==> config.mk <==
export PLATFORM = sky130hd
export DESIGN_NAME = sram_cell
export DESIGN_NICKNAME = d
export VERILOG_FILES = /design/src/source/sram_pkg.sv /design/src/source/sram_cell.sv
export SDC_FILE = /design/constraint.sdc
export NUM_CORES = 2
export LEC_CHECK = 0
export BUFFER_PORTS_ARGS = -buffer_cell sky130_fd_sc_hd__buf_4
export CAP_MARGIN = 20
export CORE_MARGIN = 8
export CORE_UTILIZATION = 30
export DETAILED_ROUTE_END_ITERATION = 8
export GPL_ROUTABILITY_DRIVEN = 0
export PLACE_DENSITY = 0.5
export SYNTH_ARGS = -nofsm -noshare
export SYNTH_HDL_FRONTEND = slang
export SYNTH_SLANG_ARGS = --single-unit
==> constraint.sdc <==
create_clock -name clk -period 6.4 [get_ports clk]
set_input_delay 0.64 -clock clk [delete_from_list [all_inputs] [get_ports clk]]
set_output_delay 0.64 -clock clk [all_outputs]
set_load 0.01 [all_outputs]
==> src/source/sram_pkg.sv <==
// ***********************************************************
// Geometry of the banked SRAM and the controller states.
// A memory address is {cell, index, byte offset}, so the
// cell count and depth must stay powers of two.
// ***********************************************************

package sram_pkg;

	localparam int data_width = 32;
	localparam int num_byte = 4;
	localparam int byte_offset_width = 2;

	localparam int num_cell = 4;
	localparam int cell_depth = 64;
	localparam int cell_index_width = 6;
	localparam int cell_select_width = 2;

	localparam int mem_addr_width = cell_select_width + cell_index_width + byte_offset_width;

	// Bus address of byte 0 of the memory
	localparam logic [15:0] base_addr = 16'h1000;

	typedef enum logic [2:0]
	{
		st_idle,
		st_read,
		st_load_write,
		st_write,
		st_resp
	} ctrl_state_t;

endpackage

==> src/source/sram_cell.sv <==
// ***********************************************************
// Behavioural single-port SRAM cell.
// Bit-granular write enables, one cycle read latency.
// A write cycle leaves rdata as it was. No reset, so
// contents start undefined.
// ***********************************************************

`timescale 1ns/1ns

module sram_cell
	import sram_pkg::*;
(
	input  logic clk,
	input  logic enable,
	input  logic write_enable,
	input  logic [cell_index_width-1:0] index,
	input  logic [data_width-1:0] write_enable_bit,
	input  logic [data_width-1:0] wdata,
	output logic [data_width-1:0] rdata
);

	logic [data_width-1:0] mem [cell_depth];

	always_ff @(posedge clk)
	begin
		if (enable)
		begin
			// Only the enabled bits take the new value
			if (write_enable)
				mem[index] <= (mem[index] & ~write_enable_bit) | (wdata & write_enable_bit);
			else
				rdata <= mem[index];
		end
	end

endmodule

==> metrics.txt <==
biggest area consumer among synthesized cells=edfxtp_1; syn avg cell area=17.6 sq um; CTS tree=yes; max-slew violation count=0; First-pass DRT Iterations=8; Crit Reg-Reg Startpoint=mem[22][5]; TNS Setup=0 ns; DRC errors left=0; largest cells by area after synthesis=edfxtp_1, a22oi_1, mux2i_1; HP Class=in2reg; Int Pwr=23.4 mW; antenna violations before repair=10; vias in the first global route=46,100; VDD IR max=about 0.31 mV; Logic pwr share=under 10%; Max-slew headroom=between 10% and 20%; Layout area overhead=17.2%; Max Cap Violations=0; DP Cell Count=around 8,200; Crit. path cell count=9; Avg WL per Cell=30.9 um; Worst setup startpoint=index[2]; Clock Tree Root=clkbuf_16; post-route non-filler standard cell count=about 8,600; Final ANT Viol Nets=0; CP Capture Type=register; library cells used by synthesis=70; Final Cycle Share=71.5%; GRT Util Overall=between 15 and 20%; DR iter-0 viols=approximately 5,400; P_sw=approximately 7 mW; RSZ-0062 raised after global routing=false; Switching Share=22.9%; clock buffer depth=3; startpoint types=input pin; FF-to-FF End=mem[18][5]; Worst R2R Path Depth=7; PwrDens=approximately 320 mW/mm^2; DR vias=about 47,000; Warnings, synthesis=0; Post-CTS Setup Repair Bufs=0; H-Tree Depth=4; Crit Path Category=in2reg; critical path fanouts, max=between 40 and 50; post_cts resized=0; status=complete, no violations; vias per cell=5.47; Compound-Gate Fraction of Synth Area=9.48%; CP dominant cell by count=buf_4; Final Hold Viols=0; R2R Setup Slk=around 2.6 ns; Setup-failing EPs final=0; Synth Instances=around 4,600; Post-Synth Adder-Cell Area=0%; arrival time worst endpoint=~5.2 ns; worst skew pair latency=between 0.8 and 0.9 ns; Die Y-Extent=between 500 and 600 um; Max Clock Skew=between 0.05 and 0.06 ns; first-pass GRT wire length=approximately 370,000 um; Worst Max-Slew Pin Slew=about 1.2 ns; fraction of layout cells with a size suffix above 1=between 10% and 20%; total gr overflow=0; critical-path cell list=buf_8, buf_4, or2_2, o22ai_1, o21ai_0, nor3b_1, nand4_1, mux2_2, buf_4; Final Critical Period=~4.6 ns; final WL=between 200,000 and 300,000 um; Max Clk Rate=around 0.22 GHz; IO Port Bufs=approximately 100; CTS Hold Bufs=0; Die X=approximately 540 um; Flop pwr share=between 50% and 60%; Starting Density=about 30%; cell family with most CP delay=simple AND/OR/NAND/NOR gates; Setup crit end=mem[22][25]; top post-synthesis cells by count=edfxtp_1, a22oi_1, mux2i_1; IO Pins=about 110; Clock power frac=a little over two fifths; die area=between 0.2 and 0.3 sq mm; Post-synth top flop=edfxtp_1; register area share after synthesis=77.1%; EDFF count, synth=between 2,000 and 2,500; crit path max-delay cell type=o21ai_0; Seq cells post-synth=2,080; asr flop ratio synth=0%; most numerous cell in the Yosys netlist=edfxtp_1; Clock Sinks=roughly 2,100; total CTS buffers=216; Mapped Area=approximately 0.08 sq mm; Clock Pin Slew Worst Setup and Hold Paths=~0.070 ns; Crit path largest cell delay=roughly 0.75 ns; XOR/XNOR Fraction of Synth Area=0%; Leak Pwr=slightly below 30 nW; largest net degree at the start of global routing=98; main combinational cell family by area after synthesis=compound AO/OA/AOI/OAI gates; WP buf/inv=3; Pwr Total=30.3 mW; Nets=between 4,000 and 5,000; Std-Cell Rows=191; simple-gate area share of the yosys netlist=4.72%; core footprint=about 0.27 sq mm; mux contribution to synthesized area=~6.6%; HPWL after DPL=about 160,000 um; worst endpoint required time=between 6 and 7 ns; Synth top area share=a little under 80%; Mapped Nets=roughly 4,700
[cells by family after synthesis]
group / Yosys count
AND/OR/NAND/NOR: 674
multiplexers: 427
flip-flops: 2080
buffers and inverters: 358
AO/OA/AOI/OAI: 1057
[registers in the layout, summed over array words and instances (netlist names)]
name,cells
mem,2048
rdata,32
[worst min-delay path by stage]
stage / cells past startpoint / start / slack [ns] / end
floorplan: 3 / mem[48][11] / 0.66 / rdata[11]
global placement: 3 / mem[48][13] / 0.78 / rdata[13]
detailed placement: 3 / mem[48][13] / 0.80 / rdata[13]
CTS: 2 / write_enable / 0.23 / rdata[27]
global route: 2 / write_enable / 0.24 / rdata[30]
finish: 2 / write_enable / 0.27 / rdata[27]
[cell type report]
class / count / area, sq um
Fill cell: 25200 / 175000
Sequential cell: 2080 / 62500
Multi-Input combinational cell: 2158 / 17500
Clock buffer: 259 / 5610
Tap cell: 3570 / 4470
Timing Repair Buffer: 366 / 3430
Clock inverter: 147 / 1570
Inverter: 5 / 23.8
Antenna cell: 2 / 5.00
[per-stage QoR]
step / setup WS, ns / hold slack (ns) / utilization [%] / area [sq um]
3_3_place_gp: 0.821 / 0.784 / 32.5 / 87700
5_1_grt: 1.78 / 0.242 / 35.2 / 95000
6_report: 1.82 / 0.273 / 35.2 / 95000
4_1_cts: 1.70 / 0.233 / 35.2 / 95000
2_1_floorplan: 1.76 / 0.659 / - / 81100
3_5_place_dp: 0.792 / 0.800 / 32.5 / 87800
[power groups by stage]
stage	Combinational, mW	Sequential (mW)	Clock, mW
floorplan	1.02	15.7	0
finish	2.03	15.4	12.8
detailed placement	2.04	15.7	0
global route	2.14	15.4	13.5
CTS	2.05	15.4	13.0
global placement	1.99	15.7	0
[cell usage in the layout (no fill, tap or decap), types with 13 or more instances in the layout]
master and count:
nand4b_1 13, a311oi_1 17, clkbuf_16 218, o22ai_1 181
o22a_1 32, a211oi_1 33, edfxtp_1 2080, nor2_4 67
nor4bb_1 14, nor2_1 45, clkinv_1 56, nand2_1 162
o21ai_1 15, and4_1 17, buf_4 305, a31oi_1 64
nor4_1 19, nand4_1 18, clkbuf_1 41, buf_12 51
mux2i_1 208, nor4b_1 28, nor3b_1 31, o21ai_0 59
nand2b_1 82, clkinv_2 39, a22oi_1 369, a221oi_1 128
and3_1 32, nor3_1 28, nand3_1 42, a222oi_1 13
and4b_1 14, mux4_2 70, o221ai_1 19, bufinv_16 29
mux2_2 138, nand3b_1 15, a21oi_1 68
[routing by layer]
metal	track usage (%)	vias up	routed length, um
li1	-	19500	-
met1	24.3	25000	111000
met2	29.3	2023	127000
met3	3.24	395	19700
met4	5.25	2	7980
met5	0	-	9
Power figures use the tool's default switching activity.
