`src/source/axi_pkg.sv`:
```
// ***********************************************************
// AXI4 field widths and encodings for the SRAM slave.
// Only FIXED and INCR bursts are served. WRAP has a name
// here only so that it can be rejected.
// The slave never answers with anything but OKAY.
// ***********************************************************

package axi_pkg;

	// Bus field widths
	localparam int axi_id_width = 4;
	localparam int axi_addr_width = 16;
	localparam int axi_len_width = 8;
	localparam int axi_size_width = 3;

	// AxBURST encoding
	typedef enum logic [1:0]
	{
		burst_fixed = 2'b00,
		burst_incr = 2'b01,
		burst_wrap = 2'b10
	} axi_burst_t;

	// xRESP encoding, the only code this slave returns
	localparam logic [1:0] axi_resp_okay = 2'b00;

endpackage

```
`src/source/aw_buffer.sv`:
```
// ***********************************************************
// One-entry write address buffer.
// A single register slot, so a pop and a push never fall in
// the same cycle and back-to-back entries see one bubble.
// ***********************************************************

`timescale 1ns/1ns

module aw_buffer
	import axi_pkg::*;
(
	input  logic clk,
	input  logic rstnn,
	input  logic [axi_id_width-1:0] in_id,
	input  logic [axi_addr_width-1:0] in_addr,
	input  logic [axi_len_width-1:0] in_len,
	input  logic [axi_size_width-1:0] in_size,
	input  logic [1:0] in_burst,
	input  logic in_valid,
	output logic in_ready,
	output logic [axi_id_width-1:0] out_id,
	output logic [axi_addr_width-1:0] out_addr,
	output logic [axi_len_width-1:0] out_len,
	output logic [axi_size_width-1:0] out_size,
	output axi_burst_t out_burst,
	output logic out_valid,
	input  logic pop
);

	logic full;
	logic push;

	assign in_ready = !full;
	assign push = in_valid && in_ready;
	assign out_valid = full;

	always_ff @(posedge clk or negedge rstnn)
	begin
		if (!rstnn)
			full <= 1'b0;
		else if (push)
			full <= 1'b1;
		else if (pop)
			full <= 1'b0;
	end

	always_ff @(posedge clk)
	begin
		if (push)
		begin
			out_id <= in_id;
			out_addr <= in_addr;
			out_len <= in_len;
			out_size <= in_size;
			out_burst <= axi_burst_t'(in_burst);
		end
	end

	a_pop_when_full: assert property (@(posedge clk) disable iff (!rstnn) pop |-> full)
		else $error("aw_buffer popped while empty");

endmodule

```
`config.mk`:
```
export PLATFORM = sky130hd
export DESIGN_NAME = aw_buffer
export DESIGN_NICKNAME = d
export VERILOG_FILES = /design/src/source/axi_pkg.sv /design/src/source/aw_buffer.sv
export SDC_FILE = /design/constraint.sdc
export NUM_CORES = 1
export LEC_CHECK = 0
export ABC_AREA = 0
export BUFFER_PORTS_ARGS = -buffer_cell sky130_fd_sc_hd__clkbuf_2
export CAP_MARGIN = 15
export CELL_PAD_IN_SITES_DETAIL_PLACEMENT = 1
export CELL_PAD_IN_SITES_GLOBAL_PLACEMENT = 1
export CORE_MARGIN = 1
export CORE_UTILIZATION = 28
export DETAILED_ROUTE_END_ITERATION = 8
export GPL_TIMING_DRIVEN = 0
export PLACE_DENSITY = 0.81
export SLEW_MARGIN = 20
export SYNTH_ARGS = -nofsm -noshare
export SYNTH_HDL_FRONTEND = slang
export SYNTH_SLANG_ARGS = --single-unit
```
`constraint.sdc`:
```
create_clock -name clk -period 1.7 [get_ports clk]
set_input_delay 0.085 -clock clk [delete_from_list [all_inputs] [get_ports clk]]
set_output_delay 0.085 -clock clk [all_outputs]
set_load 0.01 [all_outputs]
```
==> run_summary.xml <==
<?xml version="1.0" encoding="UTF-8"?>
<metrics>
  <group name="setup_path">
    <metric name="critical_path.reg2reg.endpoint" unit="">out_len[2]</metric>
    <metric name="required" unit="ps">1600</metric>
    <metric name="timing.critical_path.arrival" unit="ps">1450</metric>
    <metric name="ff2ff_path_depth" unit="">1</metric>
    <metric name="worst_path_dominant_cell_family" unit="">simple AND/OR/NAND/NOR gates</metric>
    <metric name="worst_path_cell_chain" unit="">nor2b_4</metric>
    <metric name="crit_fanout" unit="">34</metric>
    <metric name="delay_contributed_by_the_slowest_stage_of_the_critical_path" unit="ps">730</metric>
    <metric name="crit_path_top_delay_cell" unit="">nor2b_4</metric>
    <metric name="worstSetupPathType" unit="">reg -&gt; reg</metric>
    <metric name="reg2reg_setup_slack" unit="ps">150</metric>
    <metric name="critical_path.startpoint_type" unit="">register</metric>
    <metric name="worst_r2r_startpoint" unit="">out_valid</metric>
    <metric name="critical_path_buf_inv_count" unit="">0</metric>
    <metric name="critical_path.endpoint_type" unit="">register</metric>
  </group>
  <group name="floorplan">
    <metric name="design.die.area" unit="mm^2">0.00395</metric>
    <metric name="placeableCoreArea" unit="mm^2">0.00344</metric>
    <metric name="die_w" unit="um">62.8</metric>
    <metric name="floorplan.initialDensity" unit="">0.301</metric>
    <metric name="boundaryPins" unit="">72</metric>
    <metric name="row_count" unit="">21</metric>
    <metric name="die_y" unit="um">62.8</metric>
  </group>
  <group name="power">
    <metric name="power.density_cell_area" unit="mW/mm^2">942</metric>
    <metric name="power.static_leakage" unit="uW">0.000819</metric>
    <metric name="post-layout-total-power" unit="uW">1770</metric>
    <metric name="vdd.ir_drop.worst" unit="mV">0.442</metric>
  </group>
  <group name="cts">
    <metric name="cts_max_path_buffers" unit="">2</metric>
    <metric name="path_clk_slew" unit="ps">60</metric>
    <metric name="clock-sinks" unit="">34</metric>
    <metric name="post_cts.resized_instances" unit="">0</metric>
    <metric name="tritoncts" unit="">built</metric>
    <metric name="clock-root-buffer" unit="">clkbuf_8</metric>
    <metric name="tritoncts.num_buffers" unit="">5</metric>
    <metric name="clkLatencyLatePin" unit="ps">270</metric>
    <metric name="h-tree-depth" unit="">2</metric>
  </group>
  <group name="cells_and_area">
    <metric name="antenna_cells" unit="">0</metric>
    <metric name="post_route_cells_drive_above_1_share" unit="">0.517</metric>
    <metric name="post_route_cell_area" unit="mm^2">0.00188</metric>
    <metric name="area_growth_from_synthesis_to_layout" unit="%">81.9</metric>
    <metric name="mostFrequentLayoutCell" unit="">clkbuf_2</metric>
    <metric name="layout.cells.most_common_list" unit="">clkbuf_2 (71), dlygate4sd3_1 (35), edfxtp_1 (33)</metric>
    <metric name="filler_cells_inserted" unit="">354</metric>
    <metric name="number_of_nets_in_the_finished_design" unit="">187</metric>
  </group>
  <group name="global_route">
    <metric name="grt_start_max_net_pins" unit="">35</metric>
    <metric name="grt_overflow_total" unit="">0</metric>
    <metric name="vias_in_the_first_global_route" unit="">859</metric>
    <metric name="first_pass_grt_wire_length" unit="mm">3.82</metric>
    <metric name="grtUsageTotal" unit="">0.135</metric>
    <metric name="grt_antenna_before_repair" unit="">0</metric>
  </group>
  <group name="yosys">
    <metric name="synthesis.yosys.warnings" unit="">0</metric>
    <metric name="postSynthRegisterBits" unit="">34</metric>
    <metric name="yosysUniqueCellTypes" unit="">5</metric>
    <metric name="synth-seq-area-share" unit="">0.981</metric>
    <metric name="synth_cells" unit="">37</metric>
    <metric name="mappedNetlistNets" unit="">74</metric>
    <metric name="ys_top_cells_by_area" unit="">edfxtp_1 (96%), dfrtp_1 (2.4%), nor2b_2 (0.85%), o21bai_1 (0.72%), inv_2 (0.36%)</metric>
    <metric name="synth_top_area_share" unit="">0.957</metric>
    <metric name="netlist.top_cell.by_area" unit="">edfxtp_1</metric>
    <metric name="synthesis.area_per_instance" unit="um^2">28.0</metric>
    <metric name="synth_area" unit="mm^2">0.00104</metric>
  </group>
  <group name="timing">
    <metric name="slew_headroom" unit="">0.394</metric>
    <metric name="clock-skew-final" unit="ps">3.80</metric>
    <metric name="timing.setup.tns" unit="ps">0</metric>
    <metric name="finalSetupViolations" unit="">0</metric>
    <metric name="slew_violations" unit="">0</metric>
    <metric name="final_hold_viol_count" unit="">0</metric>
    <metric name="final_worst_path_cycle_share" unit="">0.913</metric>
    <metric name="timing_worst_slew_pin_value" unit="ps">908</metric>
    <metric name="final_critical_period" unit="ps">1550</metric>
    <metric name="fmaxAchievable" unit="GHz">0.645</metric>
    <metric name="rsz_0062_raised_after_global_routing" unit="">false</metric>
  </group>
  <group name="hold_path">
    <metric name="hold_class" unit="">in -&gt; async</metric>
  </group>
  <group name="route">
    <metric name="drtPass1Iterations" unit="">2</metric>
    <metric name="route.antenna.remaining_nets" unit="">0</metric>
    <metric name="avgRoutedWirePerCell" unit="um">12.5</metric>
    <metric name="drt_first_iter_violations" unit="">14</metric>
    <metric name="post-route-drc-count" unit="">0</metric>
    <metric name="vias_per_cell" unit="">3.86</metric>
    <metric name="dr_total_vias" unit="">760</metric>
    <metric name="routed_wirelength" unit="mm">2.47</metric>
  </group>
  <group name="run">
    <metric name="maxCapViolations" unit="">0</metric>
  </group>
  <group name="placement">
    <metric name="buffer_ports.inserted" unit="">71</metric>
    <metric name="placed_area" unit="mm^2">0.00145</metric>
    <metric name="gp_congestion" unit="">0.619</metric>
  </group>
  <group name="run_status">
    <metric name="status" unit="">finished, final reports clean</metric>
  </group>
</metrics>
layer usage:
metal | GRT usage | vias up | wire, um | part of all wire
met2 | 0.272 | 42 | 1490 | 0.60
li1 | - | 371 | - | -
met1 | 0.114 | 345 | 800 | 0.32
met3 | 0.0474 | 2 | 166 | 0.067
met5 | 0 | - | 0 | 0
met4 | 0.0610 | 0 | 12 | 0.0049
registers in the layout, indices dropped and copies added, names as in the netlist:
register,cells
out_addr,16
out_burst,2
out_id,4
out_len,8
out_size,3
out_valid,1
kinds of logic (layout without fill, tap and decap cells):
family	after synthesis	in the layout	share of synthesized area
flip-flops	34	34	0.981
AO/OA/AOI/OAI	1	1	0.00725
AND/OR/NAND/NOR	1	1	0.00846
buffers and inverters	1	115	0.00362
timing repair:
action                                 CTS  global route
setup buffers                            0             0
endpoints found under the hold margin   35             0
hold buffers                            35             0
worst max-delay path by stage:
| stage | end | slack (ps) | cells after the start | startpoint |
|---|---|---|---|---|
| after floorplan | out_addr[0] | 310 | 1 | out_valid |
| after global placement | out_addr[12] | 210 | 1 | out_valid |
| after detailed placement | out_addr[12] | 140 | 1 | out_valid |
| after CTS | out_addr[12] | 130 | 1 | out_valid |
| after global routing | out_id[3] | 70 | 1 | out_valid |
| final | out_len[2] | 150 | 1 | out_valid |
area by class of cell:
type | instances | area (um^2) | share of cell area
clock buffer | 5 | 68.8 | 0.0365
multi-input combinational | 2 | 21.3 | 0.0113
timing repair buffer | 106 | 706 | 0.375
tap | 46 | 57.6 | 0.0305
clock inverter | 3 | 11.3 | 0.00598
inverter | 1 | 3.75 | 0.00199
sequential | 34 | 1020 | 0.539
per-stage QoR:
step,std cells,setup slack [ps],util,hold WS (ps)
6_report,197,149,0.547,118
5_1_grt,197,72.9,0.547,119
4_1_cts,197,133,0.547,117
3_5_place_dp,154,143,0.422,-139
3_3_place_gp,154,215,0.422,-140
2_1_floorplan,37,307,-,-211
synthesized netlist by cell type:
master    instances
edfxtp_1         33
inv_2             1
o21bai_1          1
dfrtp_1           1
nor2b_2           1
power by group:
group | switching (uW) | internal [uW]
clock | 253 | 273
sequential | 19.6 | 997
combinational | 108 | 124
total | 381 | 1390
(Power assumes the default switching activity.)
