**config.mk**
```make
export PLATFORM = sky130hd
export DESIGN_NAME = sram_axi_ctrl
export DESIGN_NICKNAME = d
export VERILOG_FILES = /design/src/source/axi_pkg.sv /design/src/source/sram_pkg.sv /design/src/source/burst_addr_gen.sv /design/src/source/sram_axi_ctrl.sv
export SDC_FILE = /design/constraint.sdc
export NUM_CORES = 1
export LEC_CHECK = 0
export ABC_AREA = 0
export BUFFER_PORTS_ARGS = -buffer_cell sky130_fd_sc_hd__buf_4
export CAP_MARGIN = 20
export CELL_PAD_IN_SITES_DETAIL_PLACEMENT = 1
export CELL_PAD_IN_SITES_GLOBAL_PLACEMENT = 1
export CORE_AREA = 2 2 223 225
export CTS_BUF_LIST = sky130_fd_sc_hd__clkbuf_4 sky130_fd_sc_hd__clkbuf_8
export DETAILED_ROUTE_END_ITERATION = 6
export DIE_AREA = 0 0 225 227
export HOLD_SLACK_MARGIN = 0.06
export PLACE_DENSITY_LB_ADDON = 0.3
export SETUP_SLACK_MARGIN = 0.1
export SYNTH_ARGS = -nofsm -noshare
export SYNTH_HDL_FRONTEND = slang
export SYNTH_SLANG_ARGS = --single-unit
```
**constraint.sdc**
```tcl
create_clock -name clk -period 6.85 [get_ports clk]
set_input_delay 0.3425 -clock clk [delete_from_list [all_inputs] [get_ports clk]]
set_output_delay 0.3425 -clock clk [all_outputs]
set_load 0.05 [all_outputs]
```
**src/source/axi_pkg.sv**
```systemverilog
// ***********************************************************
// AXI4 field widths and encodings for the SRAM slave.
// Only FIXED and INCR bursts are served. WRAP has a name
// here only so that it can be rejected.
// The slave never answers with anything but OKAY.
// ***********************************************************

package axi_pkg;

	// Bus field widths
	localparam int axi_id_width = 4;
	localparam int axi_addr_width = 16;
	localparam int axi_len_width = 8;
	localparam int axi_size_width = 3;

	// AxBURST encoding
	typedef enum logic [1:0]
	{
		burst_fixed = 2'b00,
		burst_incr = 2'b01,
		burst_wrap = 2'b10
	} axi_burst_t;

	// xRESP encoding, the only code this slave returns
	localparam logic [1:0] axi_resp_okay = 2'b00;

endpackage

```
**src/source/sram_pkg.sv**
```systemverilog
// ***********************************************************
// Geometry of the banked SRAM and the controller states.
// A memory address is {cell, index, byte offset}, so the
// cell count and depth must stay powers of two.
// ***********************************************************

package sram_pkg;

	localparam int data_width = 32;
	localparam int num_byte = 4;
	localparam int byte_offset_width = 2;

	localparam int num_cell = 4;
	localparam int cell_depth = 64;
	localparam int cell_index_width = 6;
	localparam int cell_select_width = 2;

	localparam int mem_addr_width = cell_select_width + cell_index_width + byte_offset_width;

	// Bus address of byte 0 of the memory
	localparam logic [15:0] base_addr = 16'h1000;

	typedef enum logic [2:0]
	{
		st_idle,
		st_read,
		st_load_write,
		st_write,
		st_resp
	} ctrl_state_t;

endpackage

```
**src/source/burst_addr_gen.sv**
```systemverilog
// ***********************************************************
// Burst address generator for one burst at a time.
// Addresses are memory-relative. INCR beats after the first
// are aligned to the transfer size, FIXED holds the address.
// WRAP is not supported and must never be loaded.
// ***********************************************************

`timescale 1ns/1ns

module burst_addr_gen
	import axi_pkg::*;
	import sram_pkg::*;
(
	input  logic clk,
	input  logic rstnn,
	input  logic load,
	input  logic step,
	input  logic [mem_addr_width-1:0] start_addr,
	input  logic [axi_len_width-1:0] len,
	input  logic [axi_size_width-1:0] size,
	input  axi_burst_t burst,
	output logic [mem_addr_width-1:0] addr,
	output logic active,
	output logic last
);

	logic [axi_len_width-1:0] remain;
	logic [mem_addr_width-1:0] step_size;
	logic is_fixed;
	logic [mem_addr_width-1:0] next_addr;

	assign last = active && (remain == '0);

	// Round down to the transfer size, then move one transfer on
	assign next_addr = (addr & ~(step_size - 1'b1)) + step_size;

	// ***********************************************************
	// Beat count
	// ***********************************************************

	always_ff @(posedge clk or negedge rstnn)
	begin
		if (!rstnn)
		begin
			active <= 1'b0;
			remain <= '0;
		end
		else if (load)
		begin
			active <= 1'b1;
			remain <= len;
		end
		else if (step)
		begin
			if (remain == '0)
				active <= 1'b0;
			else
				remain <= remain - 1'b1;
		end
	end

	// ***********************************************************
	// Address
	// ***********************************************************

	always_ff @(posedge clk)
	begin
		if (load)
		begin
			addr <= start_addr;
			step_size <= mem_addr_width'(1) << size;
			is_fixed <= (burst == burst_fixed);
		end
		else if (step && !is_fixed)
			addr <= next_addr;
	end

	a_step_active: assert property (@(posedge clk) disable iff (!rstnn) step |-> active)
		else $error("burst_addr_gen stepped with no burst loaded");

	a_no_wrap: assert property (@(posedge clk) disable iff (!rstnn)
		load |-> (burst != burst_wrap))
		else $error("burst_addr_gen loaded a WRAP burst");

endmodule

```
**src/source/sram_axi_ctrl.sv**
```systemverilog
// ***********************************************************
// AXI4 to banked SRAM controller.
// One transaction at a time; a waiting read wins over a
// buffered write. Responses are always OKAY.
// Read data comes one cycle after the cell read and is held
// in a register while the master stalls.
// ***********************************************************

`timescale 1ns/1ns

module sram_axi_ctrl
	import axi_pkg::*;
	import sram_pkg::*;
(
	input  logic clk,
	input  logic rstnn,
	input  logic [axi_id_width-1:0] arid,
	input  logic [axi_addr_width-1:0] araddr,
	input  logic [axi_len_width-1:0] arlen,
	input  logic [axi_size_width-1:0] arsize,
	input  logic [1:0] arburst,
	input  logic arvalid,
	output logic arready,
	input  logic [data_width-1:0] wdata,
	input  logic [num_byte-1:0] wstrb,
	input  logic wlast,
	input  logic wvalid,
	output logic wready,
	output logic [axi_id_width-1:0] rid,
	output logic [data_width-1:0] rdata,
	output logic [1:0] rresp,
	output logic rlast,
	output logic rvalid,
	input  logic rready,
	output logic [axi_id_width-1:0] bid,
	output logic [1:0] bresp,
	output logic bvalid,
	input  logic bready,
	input  logic [axi_id_width-1:0] buf_id,
	input  logic [axi_addr_width-1:0] buf_addr,
	input  logic [axi_len_width-1:0] buf_len,
	input  logic [axi_size_width-1:0] buf_size,
	input  axi_burst_t buf_burst,
	input  logic buf_valid,
	output logic buf_pop,
	output logic [num_cell-1:0] cell_enable_list,
	output logic [num_cell-1:0] cell_write_enable_list,
	output logic [num_cell*cell_index_width-1:0] cell_index_list,
	output logic [num_cell*data_width-1:0] cell_write_enable_bit_list,
	output logic [num_cell*data_width-1:0] cell_wdata_list,
	input  logic [num_cell*data_width-1:0] cell_rdata_list
);

	ctrl_state_t state;
	ctrl_state_t state_next;
	logic [axi_id_width-1:0] txn_id;

	logic ar_take;
	logic w_fire;
	logic r_fire;
	logic b_fire;
	logic rd_stall;
	logic rd_issue;
	logic wr_issue;

	logic gen_load;
	logic gen_step;
	logic [axi_addr_width-1:0] gen_bus_addr;
	logic [axi_addr_width-1:0] rel_addr;
	logic [axi_len_width-1:0] gen_len;
	logic [axi_size_width-1:0] gen_size;
	axi_burst_t gen_burst;
	logic [mem_addr_width-1:0] gen_addr;
	logic gen_active;
	logic gen_last;

	logic [cell_select_width-1:0] cur_cell;
	logic [cell_index_width-1:0] cur_index;
	logic [data_width-1:0] wbit_enable;

	logic [num_cell-1:0] rd_sel;
	logic [data_width-1:0] rd_live;
	logic hold_valid;
	logic [data_width-1:0] hold_data;

	assign arready = (state == st_idle);
	assign wready = (state == st_write);
	assign bvalid = (state == st_resp);
	assign buf_pop = (state == st_load_write);

	assign ar_take = arvalid && arready;
	assign w_fire = wvalid && wready;
	assign r_fire = rvalid && rready;
	assign b_fire = bvalid && bready;

	assign rd_stall = rvalid && !rready;
	assign rd_issue = (state == st_read) && gen_active && !rd_stall;
	assign wr_issue = w_fire;

	// ***********************************************************
	// State machine
	// ***********************************************************

	always_comb
	begin
		state_next = state;
		case (state)
			st_idle:
				if (arvalid)
					state_next = st_read;
				else if (buf_valid)
					state_next = st_load_write;
			st_read:
				if (r_fire && rlast)
					state_next = st_idle;
			st_load_write:
				state_next = st_write;
			st_write:
				if (w_fire && wlast)
					state_next = st_resp;
			st_resp:
				if (b_fire)
					state_next = st_idle;
			default:
				state_next = st_idle;
		endcase
	end

	always_ff @(posedge clk or negedge rstnn)
	begin
		if (!rstnn)
			state <= st_idle;
		else
			state <= state_next;
	end

	always_ff @(posedge clk)
	begin
		if (ar_take)
			txn_id <= arid;
		else if (state == st_load_write)
			txn_id <= buf_id;
	end

	assign rid = txn_id;
	assign bid = txn_id;
	assign rresp = axi_resp_okay;
	assign bresp = axi_resp_okay;

	// ***********************************************************
	// Burst address generator shared by reads and writes
	// ***********************************************************

	assign gen_load = ar_take || (state == st_load_write);
	assign gen_step = rd_issue || wr_issue;
	assign gen_bus_addr = (state == st_load_write) ? buf_addr : araddr;
	assign gen_len = (state == st_load_write) ? buf_len : arlen;
	assign gen_size = (state == st_load_write) ? buf_size : arsize;
	assign gen_burst = (state == st_load_write) ? buf_burst : axi_burst_t'(arburst);
	assign rel_addr = gen_bus_addr - base_addr;

	burst_addr_gen i_burst_addr_gen
	(
		.clk(clk),
		.rstnn(rstnn),
		.load(gen_load),
		.step(gen_step),
		.start_addr(rel_addr[mem_addr_width-1:0]),
		.len(gen_len),
		.size(gen_size),
		.burst(gen_burst),
		.addr(gen_addr),
		.active(gen_active),
		.last(gen_last)
	);

	// Byte offset is unused since wstrb already picks the lanes
	assign {cur_cell, cur_index} = gen_addr[mem_addr_width-1:byte_offset_width];

	always_comb
	begin
		for (int b = 0; b < num_byte; b++)
			wbit_enable[b*8 +: 8] = {8{wstrb[b]}};
	end

	// ***********************************************************
	// Cell strobes
	// ***********************************************************

	for (genvar k = 0; k < num_cell; k++)
	begin : g_cell_port
		logic hit;

		assign hit = (cur_cell == cell_select_width'(k));
		assign cell_enable_list[k] = hit && (rd_issue || wr_issue);
		assign cell_write_enable_list[k] = hit && wr_issue;
		assign cell_index_list[k*cell_index_width +: cell_index_width] = cur_index;
		assign cell_write_enable_bit_list[k*data_width +: data_width] =
			(hit && wr_issue) ? wbit_enable : '0;
		assign cell_wdata_list[k*data_width +: data_width] = wdata;
	end

	// ***********************************************************
	// Read return path
	// ***********************************************************

	always_ff @(posedge clk or negedge rstnn)
	begin
		if (!rstnn)
		begin
			rvalid <= 1'b0;
			rlast <= 1'b0;
		end
		else if ((state == st_read) && !rd_stall)
		begin
			rvalid <= gen_active;
			rlast <= gen_last;
		end
	end

	// The generator has moved on by the time data returns,
	// so remember which cell was read
	always_ff @(posedge clk)
	begin
		if (rd_issue)
			rd_sel <= cell_enable_list;
	end

	always_comb
	begin
		rd_live = '0;
		for (int k = 0; k < num_cell; k++)
		begin
			if (rd_sel[k])
				rd_live = rd_live | cell_rdata_list[k*data_width +: data_width];
		end
	end

	always_ff @(posedge clk or negedge rstnn)
	begin
		if (!rstnn)
			hold_valid <= 1'b0;
		else
			hold_valid <= rd_stall;
	end

	// Capture once on the first stalled cycle
	always_ff @(posedge clk)
	begin
		if (rd_stall && !hold_valid)
			hold_data <= rd_live;
	end

	assign rdata = hold_valid ? hold_data : rd_live;

	a_wlast_len: assert property (@(posedge clk) disable iff (!rstnn)
		w_fire |-> (wlast == gen_last))
		else $error("wlast disagrees with the burst length");

	a_r_stable: assert property (@(posedge clk) disable iff (!rstnn)
		rd_stall |=> rvalid && $stable(rdata) && $stable(rlast))
		else $error("read beat changed under back-pressure");

	a_no_access_in_stall: assert property (@(posedge clk) disable iff (!rstnn)
		rd_stall |-> (cell_enable_list == '0))
		else $error("cell accessed while a read beat waits");

endmodule

```
==> results of run 1 <==
## final cells by class
cell class              count  area, um^2
fillers                  5800       39800
repair buffers            410        3080
multi-input cells         407        2520
flip-flops and latches     74        2150
well taps                 622         778
clock buffers              10         131
inverters                  15        56.3
clock inverters             5        32.5
diodes                      2        5.00
## worst max-delay path by stage
stage,start,cells after the start,end
floorplan,state[1],5,cell_write_enable_bit_list[10]
global placement,i_burst_addr_gen.step_size[0],11,i_burst_addr_gen.addr[7]
detailed placement,i_burst_addr_gen.step_size[0],11,i_burst_addr_gen.addr[7]
CTS,state[1],4,cell_write_enable_bit_list[5]
global route,i_burst_addr_gen.step_size[0],11,i_burst_addr_gen.addr[7]
finish,i_burst_addr_gen.step_size[0],11,i_burst_addr_gen.addr[7]
## synth_stat cells (all sizes together)
| master | number | area (um^2) |
|---|---|---|
| or3 | 3 | 18.8 |
| and3b | 1 | 8.76 |
| a311oi | 1 | 8.76 |
| o2bb2ai | 1 | 8.76 |
| buf | 278 | 2080 |
| and3 | 7 | 43.8 |
| and2 | 18 | 113 |
| inv | 15 | 56.3 |
| nor3b | 7 | 57.6 |
| or4b | 1 | 10.0 |
| nor4 | 3 | 18.8 |
| a31oi | 19 | 119 |
| nor2b | 3 | 18.8 |
| o21a | 2 | 15.0 |
| mux2i | 4 | 40.0 |
| o31ai | 1 | 7.51 |
| nor4b | 2 | 17.5 |
| conb | 1 | 3.75 |
| nor3 | 8 | 40.0 |
| o21ai | 18 | 90.1 |
| o211ai | 4 | 30.0 |
| ha | 4 | 50.1 |
| o221ai | 2 | 17.5 |
| a2111oi | 1 | 10.0 |
| or4 | 2 | 18.8 |
| a21oi | 11 | 58.8 |
| nor2 | 41 | 156 |
| edfxtp | 59 | 1770 |
| mux2 | 32 | 360 |
| nand3 | 12 | 60.1 |
| nand4b | 2 | 17.5 |
| nand2 | 101 | 379 |
| nand2b | 6 | 37.5 |
| o22ai | 3 | 18.8 |
| nand3b | 3 | 22.5 |
| a22o | 1 | 8.76 |
| dfrtp | 15 | 375 |
| xnor2 | 10 | 87.6 |
| clkbuf | 26 | 97.6 |
| a22oi | 66 | 495 |
| nand4 | 1 | 6.26 |
| and4b | 1 | 10.0 |
| o2111ai | 1 | 8.76 |
## registers in the layout, indices dropped and copies added (netlist names)
name and flops:
hold_data 32, i_burst_addr_gen.remain 8, i_burst_addr_gen.active 1, rlast 1, i_burst_addr_gen.addr 10, hold_valid 1
bid 4, i_burst_addr_gen.is_fixed 1, rvalid 1, i_burst_addr_gen.step_size 8, rd_sel 4, state 3
## layer usage
metal / share of wire, % / vias up / wire length, um
li1: - / 2722 / -
met1: 39 / 2675 / 10500
met2: 48 / 275 / 12700
met3: 11 / 40 / 3010
met4: 1.5 / 6 / 409
met5: 0.13 / - / 36
## report_power, final
group	total (mW)	switching [mW]	internal, mW
combinational	2.45	1.68	0.772
sequential	0.880	0.165	0.715
clock	0.318	0.185	0.132
total	3.64	2.03	1.62
## critical path, stage by stage (launching register included)
cell and delay [ns]:
edfxtp_1 0.53, inv_1 0.12, ha_1 0.29, nor3b_1 0.53
nand3b_1 0.23, and3_1 0.23, ha_1 0.32, o21ai_0 0.10
a31oi_1 0.21, nor2_2 0.08, xnor2_1 0.22, o21ai_0 0.11
## repair_timing
action	4_1_cts	5_1_grt
hold buffers	1	0
resized for setup	0	0
hold endpoints to repair	15	0
## kinds of logic (layout without fill, tap and decap cells)
group           Yosys count  count (layout)  share of synthesized area (%)
buf+inv                 319             440                           32.5
simple gates            222             222                           15.3
compound gates          131             131                           13.1
flops                    74              74                           31.2
mux                      36              36                           5.83
xor+xnor                 10              10                           1.27
fa+ha+maj                 4               4                          0.728
other cells               1               6                         0.0546
==> run summary, run 1 <==
The number of pins with negative max-slew slack in the final report was 0; the global routing met3 resource utilization was 4.43%. Setup repair after global routing left no endpoint under its margin. The met2 demand-to-capacity share in global routing is 16.9%. The number of different library cells used by synthesis comes to 51. The type of the tightest min-delay check is input port to register. The run gives 5718 as the total vias in the final route. The post-synthesis average cell area is 8.62 um^2, and the flop-to-flop setup slack is 3.63 ns. After clock tree synthesis, the clock-pin slew on the worst setup and hold paths is 0.10 ns.

For the gate count after technology mapping, the log shows 797. The share of cells above drive strength 1 is 50.4%. Global routing consumed, on the met1 layer, 11.2% of the routing resources.

The standard-cell row count was 81. Setup violations remaining at the end of the flow were counted as 0. The slack of the critical path is 3.63 ns, and the transition at the pin with the smallest max-transition slack is 0.948 ns. Netlist area before placement: 0.00687 mm^2. The worst register-to-register path begins at i_burst_addr_gen.step_size[0]. During synthesis, Yosys emitted a total of 0 warnings.

The tools report the largest net degree at the start of global routing as 35. The count of buffers added by post-CTS timing repair for setup was 0. The weighted congestion at the end of routability-driven global placement was 0.744. The finished layout holds 1545 standard cells, fillers aside. The detail route stage leaves a number of antenna-violating nets equal to 0.

Hold timing on the final database bottoms out at a slack of 0.145 ns. The worst setup path is launched from a register. The number of placed instances, taps included, is 1527. The worst register-to-register path ends at i_burst_addr_gen.addr[7]. Number of global-route vias before repair: 5761. In this run, CTS created clock tree buffers numbering 9.

The via density per instance came out at 3.70. After synthesis, flip-flops and latches occupy 31.2% of the total area. For this block, the routed nets add up to 26.7 mm of wire. For this design the ratio of total power to cell area is 417 mW/mm^2. The number of maximum-capacitance violations was 0. The clock skew after layout was 0.0199 ns. The run gives 6.97 ns as the worst endpoint required time. The count of pins on the block boundary was 576. The clock tree synthesis step divided the H-tree into 3 levels. The clock sink count came out at 74. The run finished with clean final reports. At the end of the flow the core is filled with cells to 18.0%. Leaving out fill and tap cells, the most frequent cells in the layout are buf_4 (409), nand2_1 (101), a22oi_1 (66). The HPWL after detailed placement is 21.8 mm. For the all-layer global routing usage, the log shows 9.91%. After global routing, the most crowded layer is met2. The core box area is 0.0485 mm^2. The analysis attributes to cell leakage a power of 3.91 nW. The run gives 6 as the initial antenna violation count.

The DRC violation total after the first TritonRoute iteration is 220. For this run, design rule violations remaining after detail routing come to 0. The worst path uses 47.1% of the clock period.

The number of buffers inserted by port buffering works out to 399. Headroom to the max-slew limit came out at 36.6%. The die width was 225 um.

Leaving out fill and tap cells, the most frequent cell in the layout is buf_4. The synthesized design contains 74 register bits. The total overflow left after global routing is 0. In the final timing run, aggregate negative setup slack is 0 ns. With fillers left out, the area of the finished cells amounts to 0.00875 mm^2.

The category of the most critical setup path was register to register. The cell chosen for the clock root was clkbuf_8. Derived from the worst setup path, the maximum achievable clock frequency is 310 MHz.

The depth of the worst register-to-register path works out to 11. STA classifies the critical path endpoint as a register. The worst hold path passes through 2 cells.

The clock insertion delay at the later pin of the skew report is 0.39 ns. After layout, the design draws a total of 3.64 mW. In this run the deepest clock path goes through 2 buffers. The data arrival time of the critical path is 3.34 ns. The total cell area at the placement stage was 0.00857 mm^2. The die covers 0.0511 mm^2. The largest voltage drop on the vdd net is 0.134 mV. The first global-routing pass estimated 37.5 mm of wire. The average wire per cell in the routed design is 17.3 um, and the largest fanout of any net on the critical path is 9. Once the floorplan was initialized, standard cells occupied 14.2% of the core. The area overhead of the layout relative to synthesis came out at 27.3%. TritonCTS built the clock tree. The total number of nets in the final design is 1159, and the die extent in y is 227 um. For hold timing, the worst endpoint is state[1].

The startpoint identified for the worst hold timing path is wlast. The time the final worst path needs with I/O delays and setup is 3.22 ns, and the first-pass detailed-route iteration total is 4. Timing analysis after detailed placement gives a worst setup slack of 3.61 ns.

For the final hold violation count, the log shows 0.
No activity file was read; power rests on OpenSTA's default activity.
==> run 2: changes to the inputs <==
--- a/config.mk
+++ b/config.mk
@@ -10,10 +10,10 @@
 export CAP_MARGIN = 20
 export CELL_PAD_IN_SITES_DETAIL_PLACEMENT = 1
 export CELL_PAD_IN_SITES_GLOBAL_PLACEMENT = 1
-export CORE_AREA = 2 2 223 225
+export CORE_AREA = 2 2 224 226
 export CTS_BUF_LIST = sky130_fd_sc_hd__clkbuf_4 sky130_fd_sc_hd__clkbuf_8
 export DETAILED_ROUTE_END_ITERATION = 6
-export DIE_AREA = 0 0 225 227
+export DIE_AREA = 0 0 226 228
 export HOLD_SLACK_MARGIN = 0.06
 export PLACE_DENSITY_LB_ADDON = 0.3
 export SETUP_SLACK_MARGIN = 0.1
==> constraint.sdc (replaced) <==
create_clock -name clk -period 3.1 [get_ports clk]
set_input_delay 0.155 -clock clk [delete_from_list [all_inputs] [get_ports clk]]
set_output_delay 0.155 -clock clk [all_outputs]
set_load 0.05 [all_outputs]
==> run 2 against run 1 <==
  * Die area rose by 0.89%
  * Design area increased by 15%
  * Largest power group unchanged
  * Clock-buffer cell count unchanged
  * Power increased by 140%
  * Global-route usage grew 1.0 points
  * Clock power grew 130%
  * Wire length increased by 8.2%
  * Via count rose by 9.3%
  * Register-to-register slack got worse by 3.2 ns
  * Sequential share of layout area down 3.2 points
  * Core utilization grew 2.4 points
==> run summary, run 2 (synthesis results as in run 1) <==
In the final layout, the registers with the most flip-flops are hold_data (32), i_burst_addr_gen.addr (10). The run gives 0.269 mV as the largest voltage drop on the vdd net. The number of H-tree levels came out at 3. The post-layout total power was 8.78 mW; the met1 usage in global routing was 12.4%. The time the final worst path needs with I/O delays and setup came out at 2.67 ns.

Summed over all cells, the static leakage comes to 4.42 nW. Once the floorplan was initialized, standard cells occupied 13.9% of the core. The number of flip-flops under the largest register name came out at 32. The clock sink count came out at 74. Critical path launch point type: a register.

The post-route fraction of the period consumed by the critical path was 86.0%; the CTS clock-pin slew for the worst setup and hold paths was 0.09 ns. The tools report the total number of nets in the final design as 1285. The area of all placed cells without fillers is 0.0101 mm^2. The die extent in y was 228 um.

TritonCTS built the clock tree. Once layout is complete, the utilization of the core stands at 20.4%. Summed over all layers, the global routing overflow is 0. The count of pins on the block boundary came out at 576.

The initial antenna violation count is 2. The largest register by flop count is hold_data. For the worst setup path, the data required time is 3.26 ns. The cell sitting at the root of the clock tree is a clkbuf_8.

Maximum root-to-sink buffer count: 2. The floorplan has 82 rows. The tools report the number of global-route vias before repair as 6691. Static timing analysis puts the maximum clock frequency at 375 MHz.

The run gives 0.0116 ns as the clock skew after layout. The final sum of negative setup slack came out at 0 ns. Headroom to the max-slew limit came out at 43.9%. The total area inside the core boundary comes to 0.0493 mm^2. Timing analysis after detailed placement gives a worst setup slack of 0.422 ns. In the final routed layout, each cell accounts on average for 16.8 um.

For the worst setup path, the data arrival time is 2.82 ns. The run gives 0.00872 mm^2 as the total cell area at the placement stage. In the post-route analysis, the smallest setup slack over all paths is 0.434 ns. Once detail routing completed, the nets flagged for antenna violations numbered 0. Setup violations remaining at the end of the flow were counted as 0.

The largest net degree at the start of global routing is 34. Relative to the synthesized area, the layout overhead comes to 46.5%. The worst setup path startpoint is i_burst_addr_gen.step_size[1]. The logs give 1588 for the cell total after placement and 0.0515 mm^2 for the floorplan die area. The number of pins with negative max-slew slack in the final report was 0. In this run the most critical hold path is launched from arburst[0].

For met2 alone, demand over resource in global routing was 19.0%. In the layout the commonest cells are buf_4 (420), dlygate4sd3_1 (115), nand2_1 (101). The first global-routing pass estimated 42.0 mm of wire.

The run gives 28.9 mm as the post-detailed-routing wire length. The number of clock buffers added by TritonCTS is 9. For the final routed DRC violation total, the log shows 0. Detailed routing inserted a total of 6247 vias.

In the global route stage, met3 resource usage came out at 4.04%. The die width was 226 um. The category of the most critical setup path was register to register. The share of cells above drive strength 1 came out at 45.9%. The most common cell after layout, fill and taps aside was buf_4. The transition at the pin with the smallest max-transition slack works out to 0.842 ns.

The clock insertion delay at the later pin of the skew report is 0.42 ns, and the number of standard cells in the final layout excluding fillers is 1721. In this run the power density over the cells is 872 mW/mm^2. Once detailed placement completed, the half-perimeter wirelength came to 22.3 mm. The number of buffers inserted by port buffering was 399; the via density per instance was 3.63. Global routing used 10.9% of the available tracks across all layers. The tools report the final hold violation count as 0. Setup repair after global routing left no endpoint under its margin. The run finished with clean final reports. Of all nets on the critical path, the largest fanout is 8.

At the end of routability-driven placement, the weighted congestion stood at 0.737. Max-cap violations in this run came to 0. The detailed router finished its first iteration with 189 violations. Origin of the critical flop-to-flop path: i_burst_addr_gen.step_size[1]. The most used routing layer in global routing was met2. The tools report the worst-case hold slack as 0.106 ns.

The type of the tightest min-delay check was input port to register. The kind of end point of the critical path was a register. The first detailed-routing pass took 4 iterations.
## run 2: area by class of cell
type / count / area [um^2]
sequential: 74 / 2150
multi-input combinational: 407 / 2530
fill: 5867 / 39300
antenna: 1 / 2.50
clock buffer: 10 / 131
timing repair buffer: 536 / 4320
inverter: 15 / 56.3
clock inverter: 6 / 42.5
tap: 672 / 841
## run 2: final timing paths
kind,to,slack [ns],depth (start not counted)
min in group asynchronous,state[2],0.15,2
max,i_burst_addr_gen.addr[9],0.43,12
min,i_burst_addr_gen.is_fixed,0.11,2
min reg2reg,i_burst_addr_gen.remain[6],0.54,2
max in group asynchronous,hold_valid,2.72,2
max reg2reg,i_burst_addr_gen.addr[9],0.43,12
## run 2: per-layer routing
metal | vias to the layer above | part of all wire, %
li1 | 2978 | -
met1 | 2955 | 41
met2 | 273 | 49
met3 | 39 | 8.9
met4 | 2 | 1.8
met5 | - | 0.049
## run 2: what timing repair did
item,CTS,global route
buffers inserted,0,1
gates resized for setup,0,1
hold buffers,115,0
endpoints found under the hold margin,63,0
endpoints found under the setup margin,0,3
## run 2: power breakdown
group	switching, mW	internal [mW]	total (mW)
clock network	0.445	0.300	0.745
logic	3.76	2.27	6.03
registers	0.422	1.58	2.00
## run 2: critical path: stages (launching register included)
cell and delay (ns):
edfxtp_1 0.39, inv_1 0.09, ha_1 0.28, nor3b_1 0.23, buf_4 0.16, nand3b_1 0.12, and3_1 0.20, ha_1 0.31
o21ai_0 0.08, a31oi_1 0.07, nor2_2 0.18, mux2i_1 0.19, o21ai_0 0.10
==> run 3: changes to the inputs <==
--- a/config.mk
+++ b/config.mk
@@ -8,15 +8,16 @@
 export ABC_AREA = 0
 export BUFFER_PORTS_ARGS = -buffer_cell sky130_fd_sc_hd__buf_4
 export CAP_MARGIN = 20
-export CELL_PAD_IN_SITES_DETAIL_PLACEMENT = 1
+export CELL_PAD_IN_SITES_DETAIL_PLACEMENT = 0
 export CELL_PAD_IN_SITES_GLOBAL_PLACEMENT = 1
-export CORE_AREA = 2 2 224 226
+export CORE_AREA = 2 2 223 225
 export CTS_BUF_LIST = sky130_fd_sc_hd__clkbuf_4 sky130_fd_sc_hd__clkbuf_8
 export DETAILED_ROUTE_END_ITERATION = 6
-export DIE_AREA = 0 0 226 228
+export DIE_AREA = 0 0 225 227
 export HOLD_SLACK_MARGIN = 0.06
 export PLACE_DENSITY_LB_ADDON = 0.3
 export SETUP_SLACK_MARGIN = 0.1
 export SYNTH_ARGS = -nofsm -noshare
 export SYNTH_HDL_FRONTEND = slang
+export SYNTH_HIERARCHICAL = 1
 export SYNTH_SLANG_ARGS = --single-unit
==> run 3 against run 2 <==
  * Maximum frequency shrank 5.8%
  * Critical path depth shrank 6
  * Flip-flop and latch count is the same
  * Critical endpoint is now rdata[16]
  * Largest power group unchanged
==> run summary, run 3 <==
The run gives 1 as the initial antenna violation count. The aggregate global routing overflow is 0. The run gives 576 as the count of pins on the block boundary.

The tools report the worst endpoint required time as 2.94 ns. Counting the buffers created by CTS gives 9. In this run the clock root is driven by a clkbuf_8. The share of cells above drive strength 1 was 50.1%; the number of nets still failing antenna checks after routing was 0. The initial utilization of the core area, before any placement, comes to 14.5%. The transition at the pin with the smallest max-transition slack was 0.992 ns. The most common cell after layout, fill and taps aside was buf_4. For this run, the post-layout net count is 1265. The largest fanout of any net on the critical path was 22; the number of failing setup endpoints in the final timing report was 0. The first global-routing pass estimated 36.8 mm of wire. Final hold analysis gives a worst-case slack of 0.122 ns. The routed design has 25.8 mm of wire. The total area inside the core boundary comes to 0.0485 mm^2. In the synthesized netlist, the cells that appear most often are buf_4 (268), a22oi_1 (64), nand2_1 (64).

The power per unit of standard cell area is 862 mW/mm^2, and the number of flip-flops under the largest register name is 32. The average wire per cell in the routed design is 15.6 um, and the number of pins with negative max-slew slack in the final report is 0. The number of buffers inserted by port buffering came out at 399. The run gives 74 as the clock sink count. In the final timing run, aggregate negative setup slack is 0 ns.

The die width was 225 um. The synthesized design devotes to its leading area cell type 28.6% of total area. Summing over every cut layer, the via total after detailed routing is 6095. Total cell area at the placement stage: 0.00884 mm^2. The fraction of synthesis flops using an asynchronous set or reset pin came out at 20.3%.

The synthesized design contains 74 register bits. The clock reaches the later pin of the worst-skew pair after 0.42 ns. The first-pass detailed-route iteration total is 4, and the number of global-route vias before repair is 6033. Setup repair after global routing left no endpoint under its margin.

Counting flops with a built-in enable in the synthesized netlist gives 59. The cell area that synthesis handed to floorplanning was 0.00704 mm^2. The category of the most critical setup path was register to output pin.

In this run the static leakage power is 4.49 nW. The tools report the number of H-tree levels as 3. The largest total area in the synthesized netlist belongs to buf_4. The run gives 353 MHz as the peak clock frequency supported by timing. Most common flop cell mapped by yosys: edfxtp_1. STA classifies the critical path startpoint as a register.

Time the final worst path needs with I/O delays and setup: 2.83 ns. The kind of end point of the critical path is an output pin. In the routed design, unresolved DRC markers number 0. For the worst setup path, the data arrival time is 2.68 ns. The post-synthesis sequential area ratio came out at 30.5%. The tools report the final hold violation count as 0. Die extent in y: 227 um.

buf_4 is the most common cell in the netlist. TritonCTS built the clock tree. hold_data holds more flip-flops than any other register. The run gives 6 as the number of warnings reported in the yosys synthesis log.

The die covers 0.0511 mm^2. The estimated wirelength of the detail-placed design is 19.8 mm. The type of the tightest min-delay check was input port to register. For the standard-cell row count, the log shows 81. The number of unique standard cell types used by synthesis was 65; the total of fill cells in the finished design was 5335. The area of all placed cells without fillers was 0.0103 mm^2.

In the layout the commonest cells are buf_4 (419), dlygate4sd3_1 (124), a22oi_1 (64), nand2_1 (64), mux2_2 (62). Across the routed clock network, the largest skew measured is 0.0212 ns. The gate count after technology mapping is 759.

Largest voltage drop on the vdd net: 0.404 mV. After detailed routing, the number of vias per cell comes to 3.69. The post-synthesis average cell area works out to 9.28 um^2. The run gives 9.63% as the all-layer global routing usage. After clock tree synthesis, the clock-pin slew on the worst setup and hold paths is 0.09 ns. The largest registers in the layout are hold_data (32), i_burst_addr_gen/addr (10). The relative slew slack is 33.7%, and the area overhead of the layout relative to synthesis is 46.4%. The run finished with clean final reports. The tools report the largest net degree at the start of global routing as 37.

The DRC violation total after the first TritonRoute iteration was 191. The maximum root-to-sink buffer count came out at 2. The number of maximum-capacitance violations was 0; the weighted congestion at the end of routability-driven global placement was 0.718. The worst path uses 91.3% of the clock period. After synthesis, the cell types taking the most area are buf_4 (29%), edfxtp_1 (25%), mux2_2 (9.9%).
run 3: changes by cell type in the layout (fill, tap and decap cells not counted), moves of 3 or more:
cell / before / now
nand4_1: 1 / 4
o211ai_1: 4 / 1
mux2_2: 32 / 62
nor3_4: 0 / 3
mux2i_1: 4 / 1
nand3_1: 12 / 8
xor2_1: 0 / 3
dlygate4sd3_1: 115 / 124
o22ai_1: 3 / 0
nor2_1: 39 / 28
nand2_1: 101 / 64
a31oi_1: 18 / 5
run 3: routing by layer:
metal  share of wire [%]  wire (um)  track usage (%)  up-vias
li1                    -          -                -     2930
met2                  49      12500             16.0      307
met5                   0          0                0        -
met4                 1.5        384             3.23        0
met3                 9.2       2360             4.13       14
met1                  41      10500             11.1     2844
run 3: what timing repair did:
item / in CTS / in global routing
setup endpoints to repair: 0 / 27
hold buffers: 124 / 0
hold endpoints to repair: 63 / 0
setup buffers: 0 / 3
gates resized for setup: 0 / 1
run 3: worst max-delay path, stage by stage (launching register included):
cell,delay [ns]
edfxtp_1,0.61
buf_4,0.32
a22oi_1,0.20
dlygate4sd3_1,0.58
nand2_1,0.09
mux2_2,0.27
buf_4,0.19
run 3: path summary, 6_finish.rpt:
check	slack, ns	from	depth (start not counted)	endpoint
hold / removal	0.12	cell_rdata_list[97]	3	hold_data[1]
min in group asynchronous	0.63	rstnn	3	i_burst_addr_gen/remain[4]
setup / recovery	0.27	rd_sel[0]	6	rdata[16]
setup reg to reg	0.49	rd_sel[0]	5	hold_data[16]
hold reg to reg	0.57	rvalid	1	rvalid
max in group asynchronous	1.42	rstnn	4	state[0]
run 3: cell type report:
| type | count | area, um^2 | area share, % |
|---|---|---|---|
| tap | 622 | 778 | 7.55 |
| inverter | 13 | 48.8 | 0.473 |
| clock buffer | 9 | 124 | 1.20 |
| clock inverter | 7 | 77.6 | 0.752 |
| timing repair buffer | 544 | 4410 | 42.7 |
| sequential | 74 | 2150 | 20.8 |
| antenna | 1 | 2.50 | 0.0243 |
| multi-input combinational | 381 | 2730 | 26.4 |
run 3: kinds of logic (layout without fill, tap and decap cells):
family          after synthesis  in the layout  synth area share, %
other cells                   1              5               0.0532
buf+inv                     307            573                 31.3
fa+ha+maj                     4              4                0.711
mux                          63             63                 10.1
simple gates                177            177                 13.5
compound gates              122            122                 12.5
xor+xnor                     11             11                 1.37
flops                        74             74                 30.5
run 3: per-stage QoR:
stage | power [mW] | util, % | setup WS (ns) | instances
6_report | 8.89 | 21.2 | 0.270 | 1651
5_1_grt | 9.50 | 21.2 | 0.130 | 1651
4_1_cts | 9.03 | 21.2 | 0.120 | 1647
3_5_place_dp | 7.58 | 18.2 | 0.592 | 1507
3_3_place_gp | 7.58 | 18.2 | 0.557 | 1507
2_1_floorplan | 6.45 | - | 0.435 | 762
run 3: power breakdown:
part	switching [mW]	total (mW)	internal, mW	leakage (nW)
Sequential	0.387	1.97	1.59	0.733
Clock	0.476	0.854	0.379	0.0954
Combinational	3.72	6.06	2.34	3.66
